**src/box_order_defs.svh**
```systemverilog
`ifndef BOX_ORDER_DEFS_SVH
`define BOX_ORDER_DEFS_SVH

// width of one decoded dimension
// digits beyond this wrap modulo 2**12
`define BOX_DIM_W 12

// per-box paper or ribbon value
// a 36-bit volume plus the perimeter fits with room to spare
`define BOX_RES_W 40

// running totals over the whole order
`define BOX_TOT_W 48

`endif

```
**src/ascii_pkg.sv**
```systemverilog
package ascii_pkg;

    // the only byte values the decoder acts on
    typedef enum logic [7:0] {
        LF_CHAR   = 8'h0A,
        ZERO_CHAR = 8'h30,
        NINE_CHAR = 8'h39,
        X_CHAR    = 8'h78
    } char_t;

    // field that the next digits belong to
    typedef enum logic [1:0] {
        FIELD_LENGTH = 2'd0,
        FIELD_WIDTH  = 2'd1,
        FIELD_HEIGHT = 2'd2
    } field_t;

endpackage

```
**src/box_pkg.sv**
```systemverilog
`include "box_order_defs.svh"

package box_pkg;

    // one decoded dimension of a box
    typedef logic [`BOX_DIM_W-1:0] dim_t;

    // paper or ribbon for a single box
    typedef logic [`BOX_RES_W-1:0] res_t;

    // accumulated paper or ribbon for the order
    typedef logic [`BOX_TOT_W-1:0] tot_t;

endpackage

```
**src/box_measure.sv**
```systemverilog
`timescale 1ns/1ps
`default_nettype none
`include "box_order_defs.svh"

module box_measure
    import box_pkg::*;
(
    input  logic clk,
    input  logic rst_n,
    input  logic size_valid,
    input  dim_t length,
    input  dim_t width,
    input  dim_t height,
    output logic result_valid,
    output res_t paper,
    output res_t ribbon
);

    logic [2*`BOX_DIM_W-1:0] area_lw_q;
    logic [2*`BOX_DIM_W-1:0] area_wh_q;
    logic [2*`BOX_DIM_W-1:0] area_hl_q;
    logic [3*`BOX_DIM_W-1:0] vol_q;
    logic [`BOX_DIM_W:0]     pair_q;
    logic                    v1_q;

    dim_t                    largest;
    logic [`BOX_DIM_W:0]     pair_sum;
    logic [2*`BOX_DIM_W-1:0] min_area;
    res_t                    area_sum;

    res_t                    paper_q;
    res_t                    ribbon_q;
    logic                    v2_q;

    // two smallest dimensions are the total minus the largest
    always_comb begin
        largest = length;
        if (width > largest) begin
            largest = width;
        end
        if (height > largest) begin
            largest = height;
        end
        pair_sum = length + width + height - largest;
    end

    // stage one
    always_ff @(posedge clk) begin
        area_lw_q <= length * width;
        area_wh_q <= width * height;
        area_hl_q <= height * length;
        vol_q     <= length * width * height;
        pair_q    <= pair_sum;
    end

    always_comb begin
        min_area = area_lw_q;
        if (area_wh_q < min_area) begin
            min_area = area_wh_q;
        end
        if (area_hl_q < min_area) begin
            min_area = area_hl_q;
        end
        area_sum = res_t'(area_lw_q) + res_t'(area_wh_q) + res_t'(area_hl_q);
    end

    // stage two
    always_ff @(posedge clk) begin
        paper_q  <= (area_sum << 1) + res_t'(min_area);
        ribbon_q <= res_t'(vol_q) + (res_t'(pair_q) << 1);
    end

    always_ff @(posedge clk or negedge rst_n) begin
        if (!rst_n) begin
            v1_q <= 1'b0;
            v2_q <= 1'b0;
        end else begin
            v1_q <= size_valid;
            v2_q <= v1_q;
        end
    end

    assign result_valid = v2_q;
    assign paper        = paper_q;
    assign ribbon       = ribbon_q;

endmodule

`default_nettype wire

```
**src/box_order_top.sv**
```systemverilog
`timescale 1ns/1ps
`default_nettype none

module box_order_top
    import ascii_pkg::*;
    import box_pkg::*;
(
    input  logic  clk,
    input  logic  rst_n,
    input  logic  byte_valid,
    input  char_t byte_data,
    output logic  format_error,
    output tot_t  paper_total,
    output tot_t  ribbon_total,
    output logic  done
);

    logic size_valid;
    dim_t length;
    dim_t width;
    dim_t height;
    logic end_of_input;
    logic result_valid;
    res_t paper;
    res_t ribbon;

    line_decoder u_line_decoder (
        .clk          (clk),
        .rst_n        (rst_n),
        .byte_valid   (byte_valid),
        .byte_data    (byte_data),
        .size_valid   (size_valid),
        .length       (length),
        .width        (width),
        .height       (height),
        .end_of_input (end_of_input),
        .format_error (format_error)
    );

    box_measure u_box_measure (
        .clk          (clk),
        .rst_n        (rst_n),
        .size_valid   (size_valid),
        .length       (length),
        .width        (width),
        .height       (height),
        .result_valid (result_valid),
        .paper        (paper),
        .ribbon       (ribbon)
    );

    order_totals u_order_totals (
        .clk          (clk),
        .rst_n        (rst_n),
        .result_valid (result_valid),
        .paper        (paper),
        .ribbon       (ribbon),
        .end_of_input (end_of_input),
        .paper_total  (paper_total),
        .ribbon_total (ribbon_total),
        .done         (done)
    );

endmodule

`default_nettype wire

```
**src/line_decoder.sv**
```systemverilog
`timescale 1ns/1ps
`default_nettype none
`include "box_order_defs.svh"

module line_decoder
    import ascii_pkg::*;
    import box_pkg::*;
(
    input  logic   clk,
    input  logic   rst_n,
    input  logic   byte_valid,
    input  char_t  byte_data,
    output logic   size_valid,
    output dim_t   length,
    output dim_t   width,
    output dim_t   height,
    output logic   end_of_input,
    output logic   format_error
);

    char_t  prev_byte;
    field_t field;
    dim_t   acc;
    dim_t   length_q;
    dim_t   width_q;
    dim_t   height_q;
    logic   size_valid_q;
    logic   end_q;
    logic   error_q;
    logic   is_digit;
    logic   is_x;
    logic   is_lf;
    logic   prev_digit;
    dim_t   digit;

    always_comb begin
        is_digit   = (byte_data >= ZERO_CHAR) && (byte_data <= NINE_CHAR);
        is_x       = (byte_data == X_CHAR);
        is_lf      = (byte_data == LF_CHAR);
        prev_digit = (prev_byte >= ZERO_CHAR) && (prev_byte <= NINE_CHAR);
        digit      = `BOX_DIM_W'(byte_data - ZERO_CHAR);
    end

    // start of stream counts as the start of a line, so a leading LF ends the order
    always_ff @(posedge clk or negedge rst_n) begin
        if (!rst_n) begin
            prev_byte    <= LF_CHAR;
            field        <= FIELD_LENGTH;
            size_valid_q <= 1'b0;
            end_q        <= 1'b0;
            error_q      <= 1'b0;
        end else begin
            size_valid_q <= 1'b0;
            if (byte_valid) begin
                // unknown bytes leave prev_byte alone so they do not split a number
                if (is_digit || is_x || is_lf) begin
                    prev_byte <= byte_data;
                end else begin
                    error_q <= 1'b1;
                end
                if (is_x) begin
                    case (field)
                        FIELD_LENGTH: field <= FIELD_WIDTH;
                        default:      field <= FIELD_HEIGHT;
                    endcase
                end else if (is_lf) begin
                    field <= FIELD_LENGTH;
                    if (prev_byte == LF_CHAR) begin
                        end_q <= 1'b1;
                    end else begin
                        size_valid_q <= 1'b1;
                    end
                end
            end
        end
    end

    // decimal accumulator and captured fields
    always_ff @(posedge clk) begin
        if (byte_valid) begin
            if (is_digit) begin
                acc <= prev_digit ? (acc * 4'd10 + digit) : digit;
            end
            if (is_x && (field == FIELD_LENGTH)) begin
                length_q <= acc;
            end
            if (is_x && (field == FIELD_WIDTH)) begin
                width_q <= acc;
            end
            if (is_lf) begin
                height_q <= acc;
            end
        end
    end

    assign size_valid   = size_valid_q;
    assign length       = length_q;
    assign width        = width_q;
    assign height       = height_q;
    assign end_of_input = end_q;
    assign format_error = error_q;

endmodule

`default_nettype wire

```
**src/order_totals.sv**
```systemverilog
`timescale 1ns/1ps
`default_nettype none

module order_totals
    import box_pkg::*;
(
    input  logic clk,
    input  logic rst_n,
    input  logic result_valid,
    input  res_t paper,
    input  res_t ribbon,
    input  logic end_of_input,
    output tot_t paper_total,
    output tot_t ribbon_total,
    output logic done
);

    tot_t       paper_acc;
    tot_t       ribbon_acc;
    logic [2:0] eoi_shift;

    always_ff @(posedge clk or negedge rst_n) begin
        if (!rst_n) begin
            paper_acc  <= '0;
            ribbon_acc <= '0;
        end else if (result_valid) begin
            paper_acc  <= paper_acc + tot_t'(paper);
            ribbon_acc <= ribbon_acc + tot_t'(ribbon);
        end
    end

    // three stages cover the decoder-to-totals latency of the last box
    always_ff @(posedge clk or negedge rst_n) begin
        if (!rst_n) begin
            eoi_shift <= 3'b000;
        end else begin
            eoi_shift <= {eoi_shift[1:0], end_of_input};
        end
    end

    assign paper_total  = paper_acc;
    assign ribbon_total = ribbon_acc;
    assign done         = eoi_shift[2];

endmodule

`default_nettype wire
```
**config.mk**
```make
export PLATFORM = sky130hd
export DESIGN_NAME = box_order_top
export DESIGN_NICKNAME = d
export VERILOG_FILES = /design/src/ascii_pkg.sv /design/src/box_pkg.sv /design/src/box_measure.sv /design/src/box_order_top.sv /design/src/line_decoder.sv /design/src/order_totals.sv
export VERILOG_INCLUDE_DIRS = /design/src /design/src/src
export SDC_FILE = /design/constraint.sdc
export NUM_CORES = 2
export LEC_CHECK = 0
export BUFFER_PORTS_ARGS = -buffer_cell sky130_fd_sc_hd__buf_4
export CORE_ASPECT_RATIO = 0.9
export CORE_UTILIZATION = 59
export DETAILED_ROUTE_END_ITERATION = 7
export HOLD_SLACK_MARGIN = 0.08
export PLACE_DENSITY = 0.79
export SETUP_SLACK_MARGIN = 0.15
export SYNTH_ARGS = -nofsm -noshare
export SYNTH_HDL_FRONTEND = slang
export SYNTH_HIERARCHICAL = 1
export SYNTH_SLANG_ARGS = --single-unit
```
**constraint.sdc**
```tcl
create_clock -name clk -period 9.1 [get_ports clk]
set_clock_uncertainty 0.15 [all_clocks]
set_input_delay 2.73 -clock clk [delete_from_list [all_inputs] [get_ports clk]]
set_output_delay 2.73 -clock clk [all_outputs]
set_load 0.02 [all_outputs]
```
* After elaboration in Yosys (flattened, before gate mapping)
Cells that the tools add are included.
Widths: inputs -> output; s select.
** Word-level totals
- Latch bits :: 0
- Memories kept :: 0
- Bits in read-only memories :: 0
- Bits in writable memories :: 0
- Output and inout bits :: 98
- Bits in registers :: 363
- Bits of input ports :: 11
** Operators by class
- Equality and inequality tests :: 4
- Div/mod/pow operators :: 0
- Shift operators :: 0
- Multiply operators :: 6
- $add $sub $neg :: 11
- Bitwise logic cells :: 2
- Order comparisons :: 8
- Reduce and logical (&&, ||, !) cells :: 16
- Multiplexer cells :: 12
** Operators by type and width (number)
- $add 48x40->48 :: 2
- $mul 12x12->24 :: 4
- $lt 24x24->1 :: 2
- $mux 24 :: 2
- $add 40x24->40 :: 1
- $add 39x24->39 :: 1
- $add 36x14->37 :: 1
- $mul 24x12->36 :: 1
- $mux 12 :: 3
- $add 24x24->25 :: 1
- $gt 12x12->1 :: 2
- $eq 8x4->1 const B :: 2
- $ge 8x6->1 const B :: 2
- $le 8x6->1 const B :: 2
- $reduce_and 2->1 :: 7
- $add 12x12->13 :: 1
- $add 13x12->13 :: 1
- $sub 13x12->13 :: 1
- $add 12x12->12 :: 1
- $mul 12x3->11 const B :: 1
- $sub 8x6->9 const B :: 1
- $eq 8x7->1 const B :: 1
- $mux 2 :: 3
- $logic_and 1x1->1 :: 4
- 7 further kinds :: 12

* Longest topological paths before layout
- Depth after elaboration :: 6
- Mapped depth :: 40
- Gate-level depth less buffers :: 39

* Cells and area by module
Netlist, hierarchy kept.
** Modules (own cells, without submodules)
- box_measure :: area an instance 33418.3 um2, sequential area each 3773.6 um2, cells each 3728, times used 1
- order_totals :: area an instance 8179.1 um2, sequential area each 2477.4 um2, cells each 889, times used 1
- line_decoder :: area an instance 3015.4 um2, sequential area each 1769.2 um2, cells each 223, times used 1

* Worst setup path after synthesis
Ideal clock, no wire load.
- Path kind :: reg-to-reg
- From :: reg u_line_decoder.length_q[8], in the netlist u_line_decoder/length[8]
- To :: reg u_box_measure.vol_q[32]
- Setup slack :: -0.817 ns
- Arrival time :: 9.695 ns
- Stages on the path, launching flop included :: 39
- Data required time :: 8.878 ns
- Cells stage by stage :: edfxtp_1 -> clkbuf_1 -> nand2_1 -> fa_1 -> fa_1 -> inv_1 -> fa_1 -> fa_1 -> inv_1 -> fa_1 -> inv_1 -> ha_1 -> and3_1 -> a21oi_1 -> o21ai_1 -> o41ai_4 -> o21bai_1 -> a21oi_1 -> [3 not listed] -> fa_1 -> fa_1 -> inv_1 -> fa_1 -> fa_1 -> inv_1 -> fa_1 -> inv_1 -> ha_1 -> a21o_1 -> a21o_1 -> or3_1 -> a211oi_1 -> nor4b_2 -> a21oi_1 -> o21ai_0 -> a21oi_1 -> xnor2_1
** Between the ends
- Word-level cells in the longest chain between the ends :: 2
** Ends and longest elaborated chain
- start: declaration :: line line_decoder.sv:24 : dim_t length_q;
- start signal: assignment :: line line_decoder.sv:85 : length_q <= acc;
- $mul 12x12->24 :: line box_measure.sv:52 : vol_q <= length * width * height;
- $mul 24x12->36 :: line box_measure.sv:52
- end signal: assignment :: line box_measure.sv:52
- end: declaration :: line box_measure.sv:22 : logic [3*`BOX_DIM_W-1:0] vol_q;
No other way between the ends.
A chain may end at the register's enable or synchronous reset.

* Worst setup path after layout
- From :: reg u_line_decoder.width_q[3], in the netlist u_line_decoder/width[3]
- To :: reg u_box_measure.vol_q[35]
** Between the ends
- Word-level cells in the longest chain between the ends :: 2
** Ends and longest elaborated chain
- start: declaration :: line line_decoder.sv:25 : dim_t width_q;
- start signal: assignment :: line line_decoder.sv:88 : width_q <= acc;
- $mul 12x12->24 :: line box_measure.sv:52
- $mul 24x12->36 :: line box_measure.sv:52
No other way between the ends.

==> flow_metrics.tcl <==
set metrics [dict create \
    outcome "finished, violations left" \
    violations "setup timing" \
    stdcell_count 6089 \
    gp_congestion 0.939 \
    netlist_instances 4840 \
    end_kind "flip-flop" \
    ys_warn_count 6 \
    p_sw_share_pct 35.9 \
    drive_gt1_share_pct 13.5 \
    cts-root-buf "clkbuf_16" \
    ant_nets 0 \
    worst_pin_slew_ns 1.20 \
    place.detailed.hpwl_mm 86.6 \
    numCtsBuffers 41 \
    p_comb_share_pct 40.6 \
    initial_utilization_pct 59.7 \
    cts.htree.levels 2 \
    antenna_found_initial 4 \
    p_per_area_mw_per_mm2 121 \
    drv_cap 0 \
    pwr-share-clk_pct 28.1 \
    vdd_drop_max_mv 0.121 \
    dp_worst_setup_slack_ns -0.799 \
    period_needed_ns 9.70 \
    yosys.cell_types.count 108 \
    dp_cells 5972 \
    dr.pass1.iters 6 \
    drc 0 \
    setup_ws_ns -0.596 \
    syn_avg_cell_area_sq_um 9.22 \
    switching_power_mw 2.18 \
    hold_class "flip-flop to flip-flop" \
    finalSetupViolations 16 \
    p_leak_nw 25.4 \
    grt_max_degree 71 \
    clockBufferDepth 3 \
    crit_arrival_ns 10.01 \
    rsz0062_at_grt "true" \
    yosysSeqAreaShare_pct 18.0 \
    relSlewSlack_pct 20.3 \
    hold_viol_final 0 \
    vias_per_cell 5.73 \
    syn-cell-area_sq_mm 0.0446 \
    grt_pass1_wl_mm 180 \
    r2r_end "u_box_measure/vol_q[35]" \
    start_kind "flip-flop" \
    layout.nets 6191 \
    grt_use_total_pct 29.0 \
    dieArea_sq_mm 0.0767 \
    cpMostUsedCell "fa_1" \
    r2r_slack_ns -0.60 \
    clock.fmax_mhz 103 \
    coreArea_sq_mm 0.0748 \
    synth_ff_type "dfxtp_1" \
    finalCritPeriodShare_pct 107 \
    grt_remaining_overflow 0 \
    clk_latency_ns 0.59 \
    reg2reg_depth 39 \
    die_h_um 263 \
    intPower_mw 3.89 \
    wl_per_cell_um 18.3 \
    pwr-share-seq_pct 31.3 \
    final_util_pct 66.9 \
    grt_pass1_vias 35800 \
    drtIter0Drc 2453 \
    clock-sinks 348 \
    cp_slowest_stage_delay_ns 0.56 \
    slew_viol_final 0 \
    reg2reg_from "u_line_decoder/width[3]" \
    syn_to_final_growth_pct 12.1 \
    path_clk_slew_ns 0.06 \
    wl_mm 112 \
    worst-setup-path-type "flip-flop to flip-flop" \
    vias 34900 \
    ys_async_sr_fraction_pct 32.8 \
    place.port_buffers 108 \
    required_ns 9.42 \
    worst_hold_path.num_cells 0 \
    cp_max_fo 6 \
    ios 109 \
    synth_enable_flop_cells 48 \
    die_w_um 292 \
    cts_tree "built" \
    hold_path_end "u_box_measure/ribbon[0]" \
    ys_ff_latch 348 \
    rows 95 \
    min_from "u_box_measure/vol_q[0]" \
    cpMaxStageDelayCell "fa_1" \
]
==> sequential cells by signal, indices dropped and copies added (netlist names) <==
register,flops
u_line_decoder/end_of_input,1
u_box_measure/pair_q,13
u_line_decoder/length,12
u_line_decoder/field,2
u_order_totals/ribbon_total,48
u_box_measure/vol_q,36
u_box_measure/area_lw_q,24
u_line_decoder/prev_byte,8
u_box_measure/area_wh_q,24
u_order_totals/paper_total,48
u_box_measure/paper,28
u_line_decoder/format_error,1
u_order_totals/eoi_shift,3
u_box_measure/area_hl_q,24
u_line_decoder/width,12
u_line_decoder/acc,12
u_line_decoder/height,12
u_box_measure/result_valid,1
u_box_measure/ribbon,37
u_box_measure/v1_q,1
u_line_decoder/size_valid,1
==> worst max path at each step <==
stage                                   startpoint                      end  slack [ns]  cells after the start
after CTS                 u_line_decoder/length[5]  u_box_measure/vol_q[35]       -0.40                     39
after floorplan            u_line_decoder/width[8]  u_box_measure/vol_q[34]       -0.46                     39
after detailed placement  u_line_decoder/length[4]  u_box_measure/vol_q[33]       -0.80                     37
after global routing       u_line_decoder/width[8]  u_box_measure/vol_q[35]       -0.92                     39
after global placement    u_line_decoder/length[4]  u_box_measure/vol_q[34]       -0.53                     36
final                      u_line_decoder/width[3]  u_box_measure/vol_q[35]       -0.60                     39
==> metal layers <==
metal  GRT usage [%]  vias up  wire [um]
met3            4.74      309       8700
met2            48.0     1375      52100
met4            11.1        4       4660
met1            38.2    17000      46100
met5               0        -         23
li1                -    16200          -
==> synthesized netlist by cell type, drive strengths merged (11+ instances only) <==
| library cell | n | area [sq um] |
|---|---|---|
| xor2 | 73 | 639 |
| o31ai | 12 | 95.1 |
| nor3 | 50 | 250 |
| buf | 31 | 204 |
| o21ai | 144 | 732 |
| fa | 575 | 11500 |
| and2 | 217 | 1360 |
| a21o | 107 | 811 |
| nand2 | 598 | 2260 |
| and3 | 25 | 158 |
| o21bai | 28 | 210 |
| a21oi | 233 | 1190 |
| a31oi | 19 | 119 |
| or2 | 11 | 68.8 |
| or3 | 13 | 82.6 |
| dfxtp | 186 | 3720 |
| o211ai | 21 | 163 |
| nand2b | 26 | 163 |
| mux2 | 87 | 991 |
| nand3 | 64 | 320 |
| a211oi | 39 | 315 |
| o21a | 23 | 173 |
| nand4 | 47 | 300 |
| ha | 522 | 6530 |
| clkbuf | 154 | 578 |
| dfrtp | 112 | 2800 |
| xnor2 | 195 | 1710 |
| mux2i | 62 | 621 |
| edfxtp | 48 | 1440 |
| nor2 | 227 | 862 |
| nor2b | 27 | 169 |
| inv | 732 | 2750 |
==> area by class of cell <==
type                            instances  area, sq um
Inverter                              732         2750
Fill cell                            5664        24800
Multi-Input combinational cell       3590        33800
Antenna cell                            3         7.51
Sequential cell                       348         8020
Clock inverter                         24          290
Clock buffer                           52         1110
Timing Repair Buffer                  370         2850
Tap cell                              970         1210
==> timing repair <==
action	4_1_cts	5_1_grt
buffers inserted	24	14
cloned	0	0
hold buffers	0	0
pin swaps	61	69
setup endpoints to repair	18	22
gates resized for setup	45	77
==> cell families after synthesis <==
family	count (synthesis)	synth area share, %
XOR/XNOR	268	5.26
other	1	0.00841
buffers and inverters	917	7.91
adder cells (fa/ha/maj)	1097	40.4
flip-flops	348	18.0
multiplexers	149	3.61
AND/OR/NAND/NOR	1346	14.2
AO/OA/AOI/OAI	714	10.6
==> critical path: cells and delay by family (launching register included) <==
kind / cells / cell delay (ns)
AO/OA/AOI/OAI: 7 / 1.25
flip-flops: 1 / 0.54
AND/OR/NAND/NOR: 6 / 1.10
XOR/XNOR: 2 / 0.29
adder cells (fa/ha/maj): 11 / 4.93
buffers and inverters: 13 / 1.31
==> through the flow <==
| stage | power, mW | hold slack, ns | instance area [sq um] | setup TNS, ns |
|---|---|---|---|---|
| final | 6.07 | 0.174 | 50000 | -5.59 |
| after CTS | 5.94 | 0.173 | 49600 | -3.83 |
| after global placement | 4.09 | 0.166 | 47700 | -5.27 |
| after global routing | 6.43 | 0.192 | 50000 | -10.87 |
| after floorplan | 3.57 | 0.160 | 44800 | -3.97 |
| after detailed placement | 4.15 | 0.164 | 47700 | -8.63 |
==> layout by cell type (no fill, tap or decap), types with 81 or more instances in the layout <==
cell type  instances
a21o_1           106
a21oi_1          214
and2_1           210
buf_4            352
dfrtp_1          111
dfxtp_1          186
fa_1             565
ha_1             501
inv_1            718
mux2_2            81
nand2_1          586
nor2_1           224
o21ai_0          127
xnor2_1          189
==> power groups by stage <==
| stage | Clock, mW | Sequential, mW | Combinational (mW) |
|---|---|---|---|
| after floorplan | 0 | 1.91 | 1.66 |
| after global placement | 0 | 1.92 | 2.16 |
| after detailed placement | 0 | 1.93 | 2.22 |
| after CTS | 1.74 | 1.90 | 2.31 |
| after global routing | 1.80 | 1.92 | 2.72 |
| final | 1.70 | 1.90 | 2.46 |
(Power assumes the default switching activity.)
